File: src/design/rv_pkg.sv
`default_nettype none

package rv_pkg;

    localparam int XLEN       = 32;
    localparam int REG_ADDR_W = 5;
    localparam int NUM_REGS   = 2 ** REG_ADDR_W;
    localparam int SHAMT_W    = $clog2(XLEN);
    localparam bit RV_EXT_M   = 1'b0;            // No multiply/divide in this core

    // Major opcodes in bits 6:0
    localparam logic [6:0] opcode_lui    = 7'b0110111;
    localparam logic [6:0] opcode_auipc  = 7'b0010111;
    localparam logic [6:0] opcode_jal    = 7'b1101111;
    localparam logic [6:0] opcode_jalr   = 7'b1100111;
    localparam logic [6:0] opcode_branch = 7'b1100011;
    localparam logic [6:0] opcode_load   = 7'b0000011;
    localparam logic [6:0] opcode_store  = 7'b0100011;
    localparam logic [6:0] opcode_op_imm = 7'b0010011;
    localparam logic [6:0] opcode_op     = 7'b0110011;
    localparam logic [6:0] opcode_fence  = 7'b0001111;
    localparam logic [6:0] opcode_system = 7'b1110011;

    localparam logic [6:0] funct7_base   = 7'b0000000;
    localparam logic [6:0] funct7_alt    = 7'b0100000;  // SUB and SRA
    localparam logic [6:0] funct7_muldiv = 7'b0000001;

    localparam logic [2:0] funct3_add_sub = 3'b000;
    localparam logic [2:0] funct3_sll     = 3'b001;
    localparam logic [2:0] funct3_slt     = 3'b010;
    localparam logic [2:0] funct3_sltu    = 3'b011;
    localparam logic [2:0] funct3_xor     = 3'b100;
    localparam logic [2:0] funct3_sr      = 3'b101;     // SRL and SRA
    localparam logic [2:0] funct3_or      = 3'b110;
    localparam logic [2:0] funct3_and     = 3'b111;

    typedef logic [XLEN-1:0]       data_t;
    typedef logic [REG_ADDR_W-1:0] reg_addr_t;

    typedef struct packed {
        logic [6:0] funct7;
        reg_addr_t  rs2;
        reg_addr_t  rs1;
        logic [2:0] funct3;
        reg_addr_t  rd;
        logic [6:0] opcode;
    } r_fmt_t;

    typedef struct packed {
        logic [11:0] imm;
        reg_addr_t   rs1;
        logic [2:0]  funct3;
        reg_addr_t   rd;
        logic [6:0]  opcode;
    } i_fmt_t;

    typedef struct packed {
        logic [6:0] imm_hi;                 // imm[11:5] and the B-type high bits
        reg_addr_t  rs2;
        reg_addr_t  rs1;
        logic [2:0] funct3;
        logic [4:0] imm_lo;                 // imm[4:0] and the B-type low bits
        logic [6:0] opcode;
    } s_fmt_t;

    typedef struct packed {
        logic [19:0] imm;                   // U immediate with J bits scrambled
        reg_addr_t   rd;
        logic [6:0]  opcode;
    } u_fmt_t;

    typedef union packed {
        r_fmt_t r_fmt;
        i_fmt_t i_fmt;
        s_fmt_t s_fmt;
        u_fmt_t u_fmt;
    } inst_u;

    typedef enum logic [3:0] {
        alu_add,
        alu_sub,
        alu_sll,
        alu_slt,
        alu_sltu,
        alu_xor,
        alu_srl,
        alu_sra,
        alu_or,
        alu_and,
        alu_pass_b                          // LUI
    } alu_op_e;

    typedef enum logic [2:0] {
        class_alu,
        class_upper,                        // LUI and AUIPC
        class_deferred,                     // Decoded but not executed here
        class_ecall,
        class_ebreak,
        class_illegal
    } inst_class_e;

    typedef struct packed {
        reg_addr_t   rs1;
        reg_addr_t   rs2;
        reg_addr_t   rd;
        data_t       imm;
        alu_op_e     alu_op;
        logic        use_imm;               // Operand B from imm instead of rs2
        logic        use_pc;                // Operand A from pc instead of rs1
        inst_class_e inst_class;
    } decode_t;

    typedef struct packed {
        data_t       pc;
        reg_addr_t   rd;
        data_t       result;
        logic        wrote;
        inst_class_e inst_class;
    } retire_t;

endpackage

`default_nettype wire

File: src/design/alu.sv
`timescale 1ns/1ps
`default_nettype none

module alu
(
    input  rv_pkg::alu_op_e i_op,
    input  rv_pkg::data_t   i_a,
    input  rv_pkg::data_t   i_b,
    output rv_pkg::data_t   o_result
);

    import rv_pkg::*;

    logic [SHAMT_W-1:0] shamt;

    assign shamt = i_b[SHAMT_W-1:0];                // Upper bits of B ignored

    always_comb
    begin
        unique case (i_op)
            alu_add:
                o_result = i_a + i_b;
            alu_sub:
                o_result = i_a - i_b;
            alu_sll:
                o_result = i_a << shamt;
            alu_slt:
                o_result = data_t'($signed(i_a) < $signed(i_b));
            alu_sltu:
                o_result = data_t'(i_a < i_b);
            alu_xor:
                o_result = i_a ^ i_b;
            alu_srl:
                o_result = i_a >> shamt;
            alu_sra:
                o_result = data_t'($signed(i_a) >>> shamt);  // Sign fill
            alu_or:
                o_result = i_a | i_b;
            alu_and:
                o_result = i_a & i_b;
            alu_pass_b:
                o_result = i_b;                     // LUI immediate
            default:
                o_result = '0;
        endcase
    end

endmodule

`default_nettype wire

File: src/design/inst_decoder.sv
`timescale 1ns/1ps
`default_nettype none

module inst_decoder
(
    input  rv_pkg::inst_u   i_inst,
    output rv_pkg::decode_t o_decode
);

    import rv_pkg::*;

    data_t imm_i;
    data_t imm_s;
    data_t imm_b;
    data_t imm_j;
    data_t imm_u;
    data_t imm_shamt;

    // Shared by OP and OP-IMM where alt selects SUB or SRA
    function automatic alu_op_e alu_op_of(input logic [2:0] funct3, input logic alt);
        alu_op_e op;
        op = alu_add;
        case (funct3)
            funct3_add_sub: op = alt ? alu_sub : alu_add;
            funct3_sll:     op = alu_sll;
            funct3_slt:     op = alu_slt;
            funct3_sltu:    op = alu_sltu;
            funct3_xor:     op = alu_xor;
            funct3_sr:      op = alt ? alu_sra : alu_srl;
            funct3_or:      op = alu_or;
            funct3_and:     op = alu_and;
        endcase
        return op;
    endfunction

    assign imm_i = {{20{i_inst.i_fmt.imm[11]}}, i_inst.i_fmt.imm};
    assign imm_s = {{20{i_inst.s_fmt.imm_hi[6]}}, i_inst.s_fmt.imm_hi, i_inst.s_fmt.imm_lo};
    assign imm_b = {{20{i_inst.s_fmt.imm_hi[6]}}, i_inst.s_fmt.imm_lo[0],
                    i_inst.s_fmt.imm_hi[5:0], i_inst.s_fmt.imm_lo[4:1], 1'b0};
    assign imm_j = {{12{i_inst.u_fmt.imm[19]}}, i_inst.u_fmt.imm[7:0], i_inst.u_fmt.imm[8],
                    i_inst.u_fmt.imm[18:9], 1'b0};
    assign imm_u = {i_inst.u_fmt.imm, 12'b0};
    assign imm_shamt = {{(XLEN-REG_ADDR_W){1'b0}}, i_inst.r_fmt.rs2};

    always_comb
    begin
        o_decode.rs1        = i_inst.r_fmt.rs1;
        o_decode.rs2        = i_inst.r_fmt.rs2;
        o_decode.rd         = i_inst.r_fmt.rd;
        o_decode.imm        = '0;
        o_decode.alu_op     = alu_add;
        o_decode.use_imm    = 1'b0;
        o_decode.use_pc     = 1'b0;
        o_decode.inst_class = class_illegal;

        unique casez ({i_inst.r_fmt.funct7, i_inst.r_fmt.funct3, i_inst.r_fmt.opcode})
            {7'b???????, 3'b???, opcode_lui}:
            begin
                o_decode.imm        = imm_u;
                o_decode.alu_op     = alu_pass_b;
                o_decode.use_imm    = 1'b1;
                o_decode.inst_class = class_upper;
            end

            {7'b???????, 3'b???, opcode_auipc}:
            begin
                o_decode.imm        = imm_u;
                o_decode.use_imm    = 1'b1;
                o_decode.use_pc     = 1'b1;         // pc + imm
                o_decode.inst_class = class_upper;
            end

            {7'b???????, 3'b???, opcode_jal}:
            begin
                o_decode.imm        = imm_j;
                o_decode.inst_class = class_deferred;
            end

            {7'b???????, 3'b000, opcode_jalr},
            {7'b???????, 3'b000, opcode_load},      // LB
            {7'b???????, 3'b001, opcode_load},      // LH
            {7'b???????, 3'b010, opcode_load},      // LW
            {7'b???????, 3'b100, opcode_load},      // LBU
            {7'b???????, 3'b101, opcode_load}:      // LHU
            begin
                o_decode.imm        = imm_i;
                o_decode.inst_class = class_deferred;
            end

            {7'b???????, 3'b000, opcode_branch},    // BEQ
            {7'b???????, 3'b001, opcode_branch},    // BNE
            {7'b???????, 3'b100, opcode_branch},    // BLT
            {7'b???????, 3'b101, opcode_branch},    // BGE
            {7'b???????, 3'b110, opcode_branch},    // BLTU
            {7'b???????, 3'b111, opcode_branch}:    // BGEU
            begin
                o_decode.imm        = imm_b;
                o_decode.inst_class = class_deferred;
            end

            {7'b???????, 3'b000, opcode_store},     // SB
            {7'b???????, 3'b001, opcode_store},     // SH
            {7'b???????, 3'b010, opcode_store}:     // SW
            begin
                o_decode.imm        = imm_s;
                o_decode.inst_class = class_deferred;
            end

            {funct7_base, funct3_sll, opcode_op_imm},   // SLLI
            {funct7_base, funct3_sr,  opcode_op_imm},   // SRLI
            {funct7_alt,  funct3_sr,  opcode_op_imm}:   // SRAI
            begin
                o_decode.imm        = imm_shamt;
                o_decode.alu_op     = alu_op_of(i_inst.r_fmt.funct3, i_inst.r_fmt.funct7[5]);
                o_decode.use_imm    = 1'b1;
                o_decode.inst_class = class_alu;
            end

            {7'b???????, funct3_add_sub, opcode_op_imm},    // ADDI
            {7'b???????, funct3_slt,     opcode_op_imm},
            {7'b???????, funct3_sltu,    opcode_op_imm},
            {7'b???????, funct3_xor,     opcode_op_imm},
            {7'b???????, funct3_or,      opcode_op_imm},
            {7'b???????, funct3_and,     opcode_op_imm}:
            begin
                o_decode.imm        = imm_i;
                o_decode.alu_op     = alu_op_of(i_inst.r_fmt.funct3, 1'b0);  // Never SUB
                o_decode.use_imm    = 1'b1;
                o_decode.inst_class = class_alu;
            end

            {funct7_base, funct3_add_sub, opcode_op},
            {funct7_alt,  funct3_add_sub, opcode_op},
            {funct7_base, funct3_sll,     opcode_op},
            {funct7_base, funct3_slt,     opcode_op},
            {funct7_base, funct3_sltu,    opcode_op},
            {funct7_base, funct3_xor,     opcode_op},
            {funct7_base, funct3_sr,      opcode_op},
            {funct7_alt,  funct3_sr,      opcode_op},
            {funct7_base, funct3_or,      opcode_op},
            {funct7_base, funct3_and,     opcode_op}:
            begin
                o_decode.alu_op     = alu_op_of(i_inst.r_fmt.funct3, i_inst.r_fmt.funct7[5]);
                o_decode.inst_class = class_alu;
            end

            {funct7_muldiv, 3'b???, opcode_op}:     // MUL/DIV family
                o_decode.inst_class = RV_EXT_M ? class_deferred : class_illegal;

            {7'b???????, 3'b000, opcode_system}:
                case (i_inst.r_fmt.rs2)
                    5'd0:    o_decode.inst_class = class_ecall;
                    5'd1:    o_decode.inst_class = class_ebreak;
                    default: o_decode.inst_class = class_illegal;
                endcase

            {7'b???????, 3'b001, opcode_system},    // CSRRW
            {7'b???????, 3'b010, opcode_system},    // CSRRS
            {7'b???????, 3'b011, opcode_system},    // CSRRC
            {7'b???????, 3'b101, opcode_system},    // CSRRWI
            {7'b???????, 3'b110, opcode_system},    // CSRRSI
            {7'b???????, 3'b111, opcode_system}:    // CSRRCI
            begin
                o_decode.imm        = imm_i;        // CSR number in low 12 bits
                o_decode.inst_class = class_deferred;
            end

            default:
                o_decode.inst_class = class_illegal;
        endcase
    end

endmodule

`default_nettype wire

File: src/design/reg_file.sv
`timescale 1ns/1ps
`default_nettype none

module reg_file
(
    input  logic              i_clk,
    input  logic              i_reset,
    input  rv_pkg::reg_addr_t i_rs1_addr,
    input  rv_pkg::reg_addr_t i_rs2_addr,
    output rv_pkg::data_t     o_rs1_data,
    output rv_pkg::data_t     o_rs2_data,
    input  logic              i_wr_en,
    input  rv_pkg::reg_addr_t i_wr_addr,
    input  rv_pkg::data_t     i_wr_data
);

    import rv_pkg::*;

    data_t regs [0:NUM_REGS-1];

    always_ff @(posedge i_clk)
    begin
        if (i_reset)
        begin
            for (int i = 0; i < NUM_REGS; i++)
            begin
                regs[i] <= '0;
            end
        end
        else if (i_wr_en && (i_wr_addr != '0))  // x0 is hardwired
        begin
            regs[i_wr_addr] <= i_wr_data;
        end
    end

    // Combinational reads with x0 forced to zero
    assign o_rs1_data = (i_rs1_addr == '0) ? '0 : regs[i_rs1_addr];
    assign o_rs2_data = (i_rs2_addr == '0) ? '0 : regs[i_rs2_addr];

endmodule

`default_nettype wire

File: src/design/retire_stage.sv
`timescale 1ns/1ps
`default_nettype none

module retire_stage
(
    input  logic              i_clk,
    input  logic              i_reset,
    input  logic              i_valid,
    input  rv_pkg::data_t     i_pc,
    input  rv_pkg::decode_t   i_decode,
    input  rv_pkg::data_t     i_result,
    output logic              o_wr_en,
    output rv_pkg::reg_addr_t o_wr_addr,
    output rv_pkg::data_t     o_wr_data,
    output logic              o_retire_valid,
    output rv_pkg::retire_t   o_retire
);

    import rv_pkg::*;

    logic writes;

    // rd == 0 is filtered by the register file
    assign writes = (i_decode.inst_class == class_alu) ||
                    (i_decode.inst_class == class_upper);

    assign o_wr_en   = i_valid && writes;
    assign o_wr_addr = i_decode.rd;
    assign o_wr_data = i_result;

    always_ff @(posedge i_clk)
    begin
        if (i_reset)
        begin
            o_retire_valid <= 1'b0;
        end
        else
        begin
            o_retire_valid <= i_valid;              // Offered for one cycle
        end
    end

    always_ff @(posedge i_clk)
    begin
        if (i_valid)
        begin
            o_retire.pc         <= i_pc;
            o_retire.rd         <= i_decode.rd;
            o_retire.result     <= writes ? i_result : '0;
            o_retire.wrote      <= writes;
            o_retire.inst_class <= i_decode.inst_class;
        end
    end

endmodule

`default_nettype wire

File: src/design/rv_exec_core.sv
`timescale 1ns/1ps
`default_nettype none

module rv_exec_core
(
    input  logic            i_clk,
    input  logic            i_reset,
    input  logic            i_valid,
    input  rv_pkg::inst_u   i_inst,
    input  rv_pkg::data_t   i_pc,
    output logic            o_retire_valid,
    output rv_pkg::retire_t o_retire
);

    import rv_pkg::*;

    decode_t   decode;
    data_t     rs1_data;
    data_t     rs2_data;
    data_t     alu_a;
    data_t     alu_b;
    data_t     alu_result;
    logic      wr_en;
    reg_addr_t wr_addr;
    data_t     wr_data;

    inst_decoder u_decoder
    (
        .i_inst   (i_inst),
        .o_decode (decode)
    );

    reg_file u_reg_file
    (
        .i_clk      (i_clk),
        .i_reset    (i_reset),
        .i_rs1_addr (decode.rs1),
        .i_rs2_addr (decode.rs2),
        .o_rs1_data (rs1_data),
        .o_rs2_data (rs2_data),
        .i_wr_en    (wr_en),
        .i_wr_addr  (wr_addr),
        .i_wr_data  (wr_data)
    );

    // Operand selects driven by the decoder
    assign alu_a = decode.use_pc  ? i_pc       : rs1_data;
    assign alu_b = decode.use_imm ? decode.imm : rs2_data;

    alu u_alu
    (
        .i_op     (decode.alu_op),
        .i_a      (alu_a),
        .i_b      (alu_b),
        .o_result (alu_result)
    );

    retire_stage u_retire
    (
        .i_clk          (i_clk),
        .i_reset        (i_reset),
        .i_valid        (i_valid),
        .i_pc           (i_pc),
        .i_decode       (decode),
        .i_result       (alu_result),
        .o_wr_en        (wr_en),
        .o_wr_addr      (wr_addr),
        .o_wr_data      (wr_data),
        .o_retire_valid (o_retire_valid),
        .o_retire       (o_retire)
    );

endmodule

`default_nettype wire

File: config.mk
export PLATFORM = sky130hd
export DESIGN_NAME = rv_exec_core
export DESIGN_NICKNAME = d
export VERILOG_FILES = /design/src/design/rv_pkg.sv /design/src/design/alu.sv /design/src/design/inst_decoder.sv /design/src/design/reg_file.sv /design/src/design/retire_stage.sv /design/src/design/rv_exec_core.sv
export SDC_FILE = /design/constraint.sdc
export NUM_CORES = 2
export LEC_CHECK = 0
export BUFFER_PORTS_ARGS = -buffer_cell sky130_fd_sc_hd__buf_2
export CORE_MARGIN = 1.5
export CORE_UTILIZATION = 55
export DETAILED_ROUTE_END_ITERATION = 10
export PLACE_DENSITY = 0.75
export SYNTH_ARGS = -nofsm -noshare
export SYNTH_HDL_FRONTEND = slang
export SYNTH_SLANG_ARGS = --single-unit
File: constraint.sdc
create_clock -name i_clk -period 15.35 [get_ports i_clk]
set_input_delay 2.3025 -clock i_clk [delete_from_list [all_inputs] [get_ports i_clk]]
set_output_delay 2.3025 -clock i_clk [all_outputs]
set_load 0.03 [all_outputs]
## Yosys cells after proc, flatten, opt, wreduce, memory -nomap -nowiden

Memories as Yosys holds them, arrays and structs flattened.
Cells that the tools add are included.

| operators by class | value |
|---|---|
| mux-type cells | 22 |
| reduce and logical (&&, ||, !) cells | 20 |
| bitwise logic cells | 3 |
| add/sub/neg operators | 2 |
| shifts and indexed selects | 3 |
| $lt $le $gt $ge | 2 |
| equality and inequality tests | 63 |

Operators by type and width:

| operator | number |
|---|---|
| $pmux 32 s11 | 1 |
| $pmux 32 s6 | 1 |
| $mux 32 | 5 |
| $eq 10x10->1 const B | 12 |
| $eq 17x10->1 const B | 5 |
| $lt 32x32->1 | 2 |
| $eq 10x9->1 const B | 6 |
| $eq 17x16->1 const B | 3 |
| $eq 10x8->1 const B | 4 |
| $eq 17x8->1 const B | 2 |
| $eq 17x9->1 const B | 2 |
| $add 32x32->32 | 1 |
| $and 32x32->32 | 1 |
| $or 32x32->32 | 1 |
| $pmux 4 s8 | 1 |
| $reduce_or 32->1 | 1 |
| $shl 32x5->32 | 1 |
| $shr 32x5->32 | 1 |
| $sshr 32x5->32 | 1 |
| $sub 32x32->32 | 1 |
| $xor 32x32->32 | 1 |
| $eq 10x7->1 const B | 3 |
| $reduce_or 22->1 | 1 |
| $reduce_or 19->1 | 1 |
| 32 further kinds | 57 |

| word-level totals | value |
|---|---|
| bits in read-only memories | 32 |
| logic and storage cells | 123 |
| memories | 2 |
| input port bits | 67 |
| memory bits (writable) | 1,024 |
| register bits | 74 |
| output and inout bits | 74 |

Memory list:

| memory | depth | bits a word | read ports | clocked after Yosys merged registers in | write ports | line | text |
|---|---|---|---|---|---|---|---|
| u_reg_file.regs | 32 | 32 | 2 | 0 | 32 | reg_file.sv:19 | `data_t regs [0:NUM_REGS-1];` |
| (no name shown) | 8 | 4 | 1 | 0 | 0 | inst_decoder.sv:23 | `case (funct3)` |

## Longest topological paths before layout

| depth | value |
|---|---|
| depth after elaboration | 12 |
| gate-level depth with buffers | 28 |

## By module

A second synthesis with hierarchy kept.

| second synthesis, totals | value |
|---|---|
| cell total of the unflattened synthesis | 5,335 |
| area total of the unflattened synthesis | 68,579.5 sq um |

Modules (own cells, without submodules):

| module | cells each | times used | area an instance (sq um) | sequential area each (sq um) |
|---|---|---|---|---|
| reg_file | 3,690 | 1 | 54,609.9 | 30,749.5 |
| alu | 1,277 | 1 | 8,874.8 | 0.0 |
| retire_stage | 154 | 1 | 2,979.1 | 2,212.1 |
| rv_exec_core | 72 | 1 | 1,088.5 | 0.0 |
| inst_decoder | 142 | 1 | 1,027.2 | 0.0 |

## Least setup slack after synthesis

OpenSTA, ideal clock, no wires.

| timing | value |
|---|---|
| kind | input to register |
| start | input port i_inst[21] (netlist bit) |
| end | memory u_reg_file.regs[10][28] (netlist bit), data pin |
| stages on the path | 26 |
| arrival | 8.215 ns |
| setup slack | 6.869 ns |
| buffers on the path | 8 |
| path through | buf_2 -> buf_2 -> buf_2 -> buf_2 -> clkbuf_1 -> clkbuf_1 -> mux4_2 -> mux4_2 -> a22oi_1 -> nor2_1 -> a21oi_1 -> inv_1 -> ha_1 -> clkbuf_1 -> a2111oi_0 -> inv_1 -> o211ai_1 -> a21boi_0 -> o211ai_1 -> nand2_1 -> a311oi_1 -> o21bai_1 -> a41o_1 -> a2111oi_4 -> buf_2 -> nor2_1 |

RTL lines:

| what | line | text |
|---|---|---|
| start, declared | rv_exec_core.sv:9 | `input rv_pkg::inst_u i_inst,` |
| end, declared | reg_file.sv:19 |  |

==> summary.md <==
| Metric | Value |
|---|---|
| Postcts setup bufs | `0` |
| Hold buffers post-CTS | `0` |
| Worst-Margin Slew | `around 1300 ps` |
| Final ANT Viol Nets | `0` |
| Total Wirelength | `between 200000 and 300000 um` |
| H-tree level count | `3` |
| Final instance area | `70980 um2` |
| WL met3 | `40200 um` |
| Async SR Flop Fraction | `0%` |
| Die Wd | `~350 um` |
| Post-synth top flop | `edfxtp_1` |
| Setup TNS Final | `0 ps` |
| Clock-pin slew on the worst setup and hold paths | `60 ps` |
| Setup WS pre-CTS | `4926 ps` |
| Die Y | `347.3 um` |
| Post-DP Area | `67460 um2` |
| Post-synth EDFFs | `1097` |
| Nets | `5352` |
| Syn Area/Cell | `12.60 um2` |
| Gr usage total | `between 40% and 50%` |
| Unrepaired setup endpoints after global routing | `false` |
| Final max-slew violation count | `0` |
| Layout area overhead | `8.878%` |
| Area of the core | `about 120000 um2` |
| FF+latch count, synth | `1098` |
| Clock Skews | `between 40 and 50 ps` |
| Fmax | `99.95 MHz` |
| Wire per inst | `37.59 um` |
| Peak supply drop | `0.1075 mV` |
| Port buffer count | `140` |
| Skew-Pair Late Insertion Delay | `roughly 740 ps` |
| First-pass GRT wire length | `357900 um` |
| Max cap viols | `0` |
| Int Power | `5.534 mW` |
| Top cells by area, synth | `edfxtp_1 51%, mux4_2 17%, nor2_1 6.8%, mux2i_1 3.8%, ha_1 1.9%` |
| Clock power frac | `approximately 32%` |
| Final Util | `60.27%` |
| Outcome | `finished, final reports clean` |
| Sequential Power Share | `between 40% and 50%` |
| CP Launch Type | `input pin` |
| Largest net degree at the start of global routing | `115` |
| Hold WS | `1804 ps` |
| Sw frac | `33.80%` |
| Longest Clk Path Bufs | `3` |
| Initial antenna violation count | `13` |
| Ys Warns | `0` |
| Met2 WL | `112400 um` |
| Synth cell types | `109` |
| Critical path capture point type | `flip-flop` |
| Multi-input gate area | `29810 um2` |
| Avg Vias per Cell | `7.508` |
| Grt total ovfl | `0` |
| Final min period | `10000 ps` |
| Combinational Power Share | `between 20% and 30%` |
| CTS tree | `done` |
| DRC Markers | `0` |
| Final setup fails | `0` |
| Number of global-route vias before repair | `between 50000 and 60000` |
| Synth top area share | `50.53%` |
| Iteration-0 DRC Markers | `between 9000 and 10000` |
| CP max FO | `58` |
| CP Data Required Time | `15790 ps` |
| Synth Cell Area | `65190 um2` |
| Final hold violations | `0` |
| Root buf cell | `clkbuf_16` |
| Total CTS buffers | `113` |
| Uppermost routed layer | `met5` |
| Setup ws final | `~5300 ps` |
| Reg area | `32960 um2` |
| HP Class | `input pin to flip-flop` |
| Io pins | `141` |
| # fillers | `between 8000 and 9000` |
| WL met1 | `80800 um` |
| Syn Inst Count | `about 5200` |
| Final Cycle Share | `65.18%` |
| FP Rows | `126` |
| Quantity of gates resized following cts | `0` |
| Worst Path Arrival | `10450 ps` |
| Leak Pwr | `between 20 and 30 nW` |
| Pwr dens | `approximately 120 nW/um2` |
| Post-synthesis sequential area ratio | `50.56%` |
| GPL Wtd Cong | `1.087` |
| Initial Utilization | `55.36%` |
| Switching pwr | `2.826 mW` |
| Clk sink count | `1098` |
| Vias post-DR | `51157` |
| Crit Path Class | `input pin to flip-flop` |
| Fraction of layout cells with a size suffix above 1 | `between 20% and 30%` |
| Yosys top cell by area | `edfxtp_1` |
| Full die area | `120600 um2` |
| DP Wirelength | `159500 um` |
| Max-slew headroom | `between 9 and 10%` |
| First-pass DRT Iterations | `9` |
## critical path, stage by stage
cell	delay (ps)
buf_8	510
buf_4	920
buf_4	570
mux4_2	560
mux4_2	570
nor2_1	180
nor2_1	60
o21ai_0	600
inv_1	100
ha_1	490
nor4_1	580
nand2_1	140
a311oi_1	770
o32a_1	370
a221oi_1	140
o31a_1	500
nor4_4	420
buf_4	430
nor2_1	90
## final timing paths
path	slack, ps	endpoint	from	cells after the start
max	5350	u_reg_file.regs[26][0]	i_inst[20]	19
min	1800	u_retire.o_retire[69]	i_pc[28]	1
max reg2reg	8120	u_reg_file.regs[26][0]	u_reg_file.regs[31][1]	18
min reg2reg	1810	u_reg_file.regs[2][1]	u_reg_file.regs[11][4]	8
## area by class of cell
type	count	area share, %
flip-flops and latches	1098	46.44
repair buffers	347	3.332
clock inverters	68	0.7474
clock buffers	140	4.186
multi-input cells	3512	41.99
well taps	1536	2.708
diodes	3	0.01058
inverters	110	0.5852
## placed cells by master, fill, tap and decap left out, drive strengths merged, types with 21 or more instances in the layout
master / synthesis / layout
nand4: 21 / 21
mux2i: 246 / 246
mux2: 68 / 68
edfxtp: 1097 / 1097
a22o: 48 / 48
o221ai: 28 / 28
a31oi: 22 / 22
nand3: 88 / 88
a221oi: 45 / 45
nand2: 251 / 251
nor3: 54 / 54
o21ai: 126 / 126
a22oi: 74 / 74
a32oi: 31 / 31
a211oi: 36 / 36
clkbuf: 220 / 140
nor2b: 27 / 27
mux4: 495 / 495
buf: 267 / 347
conb: 1 / 32
nor2: 1175 / 1175
clkinv: 3 / 58
inv: 107 / 113
ha: 101 / 101
nand2b: 43 / 43
a21oi: 128 / 128
o211ai: 34 / 34
## sequential cells by signal, summed over array words and instances (netlist names)
signal	count
u_retire.o_retire_valid	1
u_reg_file.regs	1024
u_retire.o_retire	73
## Yosys cell counts (47+ instances only)
cell type and number:
edfxtp_1 1097, mux2i_1 246, buf_2 165, nand3_1 88, mux2_2 67, buf_4 47, a22o_1 48, clkbuf_1 220
o21ai_0 117, a22oi_1 74, nand2_1 250, nor2_1 1174, mux4_2 495, nor3_1 47, a21oi_1 122, ha_1 101
inv_1 100
## through the flow
stage / instances / total power [mW]
2_1_floorplan: 5207 / 4.902
3_3_place_gp: 6602 / 5.592
3_5_place_dp: 6602 / 5.614
4_1_cts: 6810 / 8.246
5_1_grt: 6811 / 8.511
6_report: 6814 / 8.360
## per-layer routing
metal,up-vias,track usage (%)
met5,-,0
met3,1331,13.61
met1,25026,51.06
met2,4979,63.04
li1,19805,-
met4,16,30.23
## power groups by stage
stage	logic [mW]	clock network, mW	registers (mW)
after floorplan	1.38	0	3.52
after global placement	2.09	0	3.51
after detailed placement	2.10	0	3.52
after CTS	2.11	2.68	3.45
after global routing	2.26	2.79	3.47
final	2.21	2.69	3.46
## kinds of logic after synthesis
kind of cell    synth area share, %
simple gates                  11.33
xor+xnor                     0.2821
compound gates                9.291
flops                         50.56
other cells                0.005752
buf+inv                       4.478
fa+ha+maj                     2.000
mux                           22.05
No activity file was read; power rests on OpenSTA's default activity.
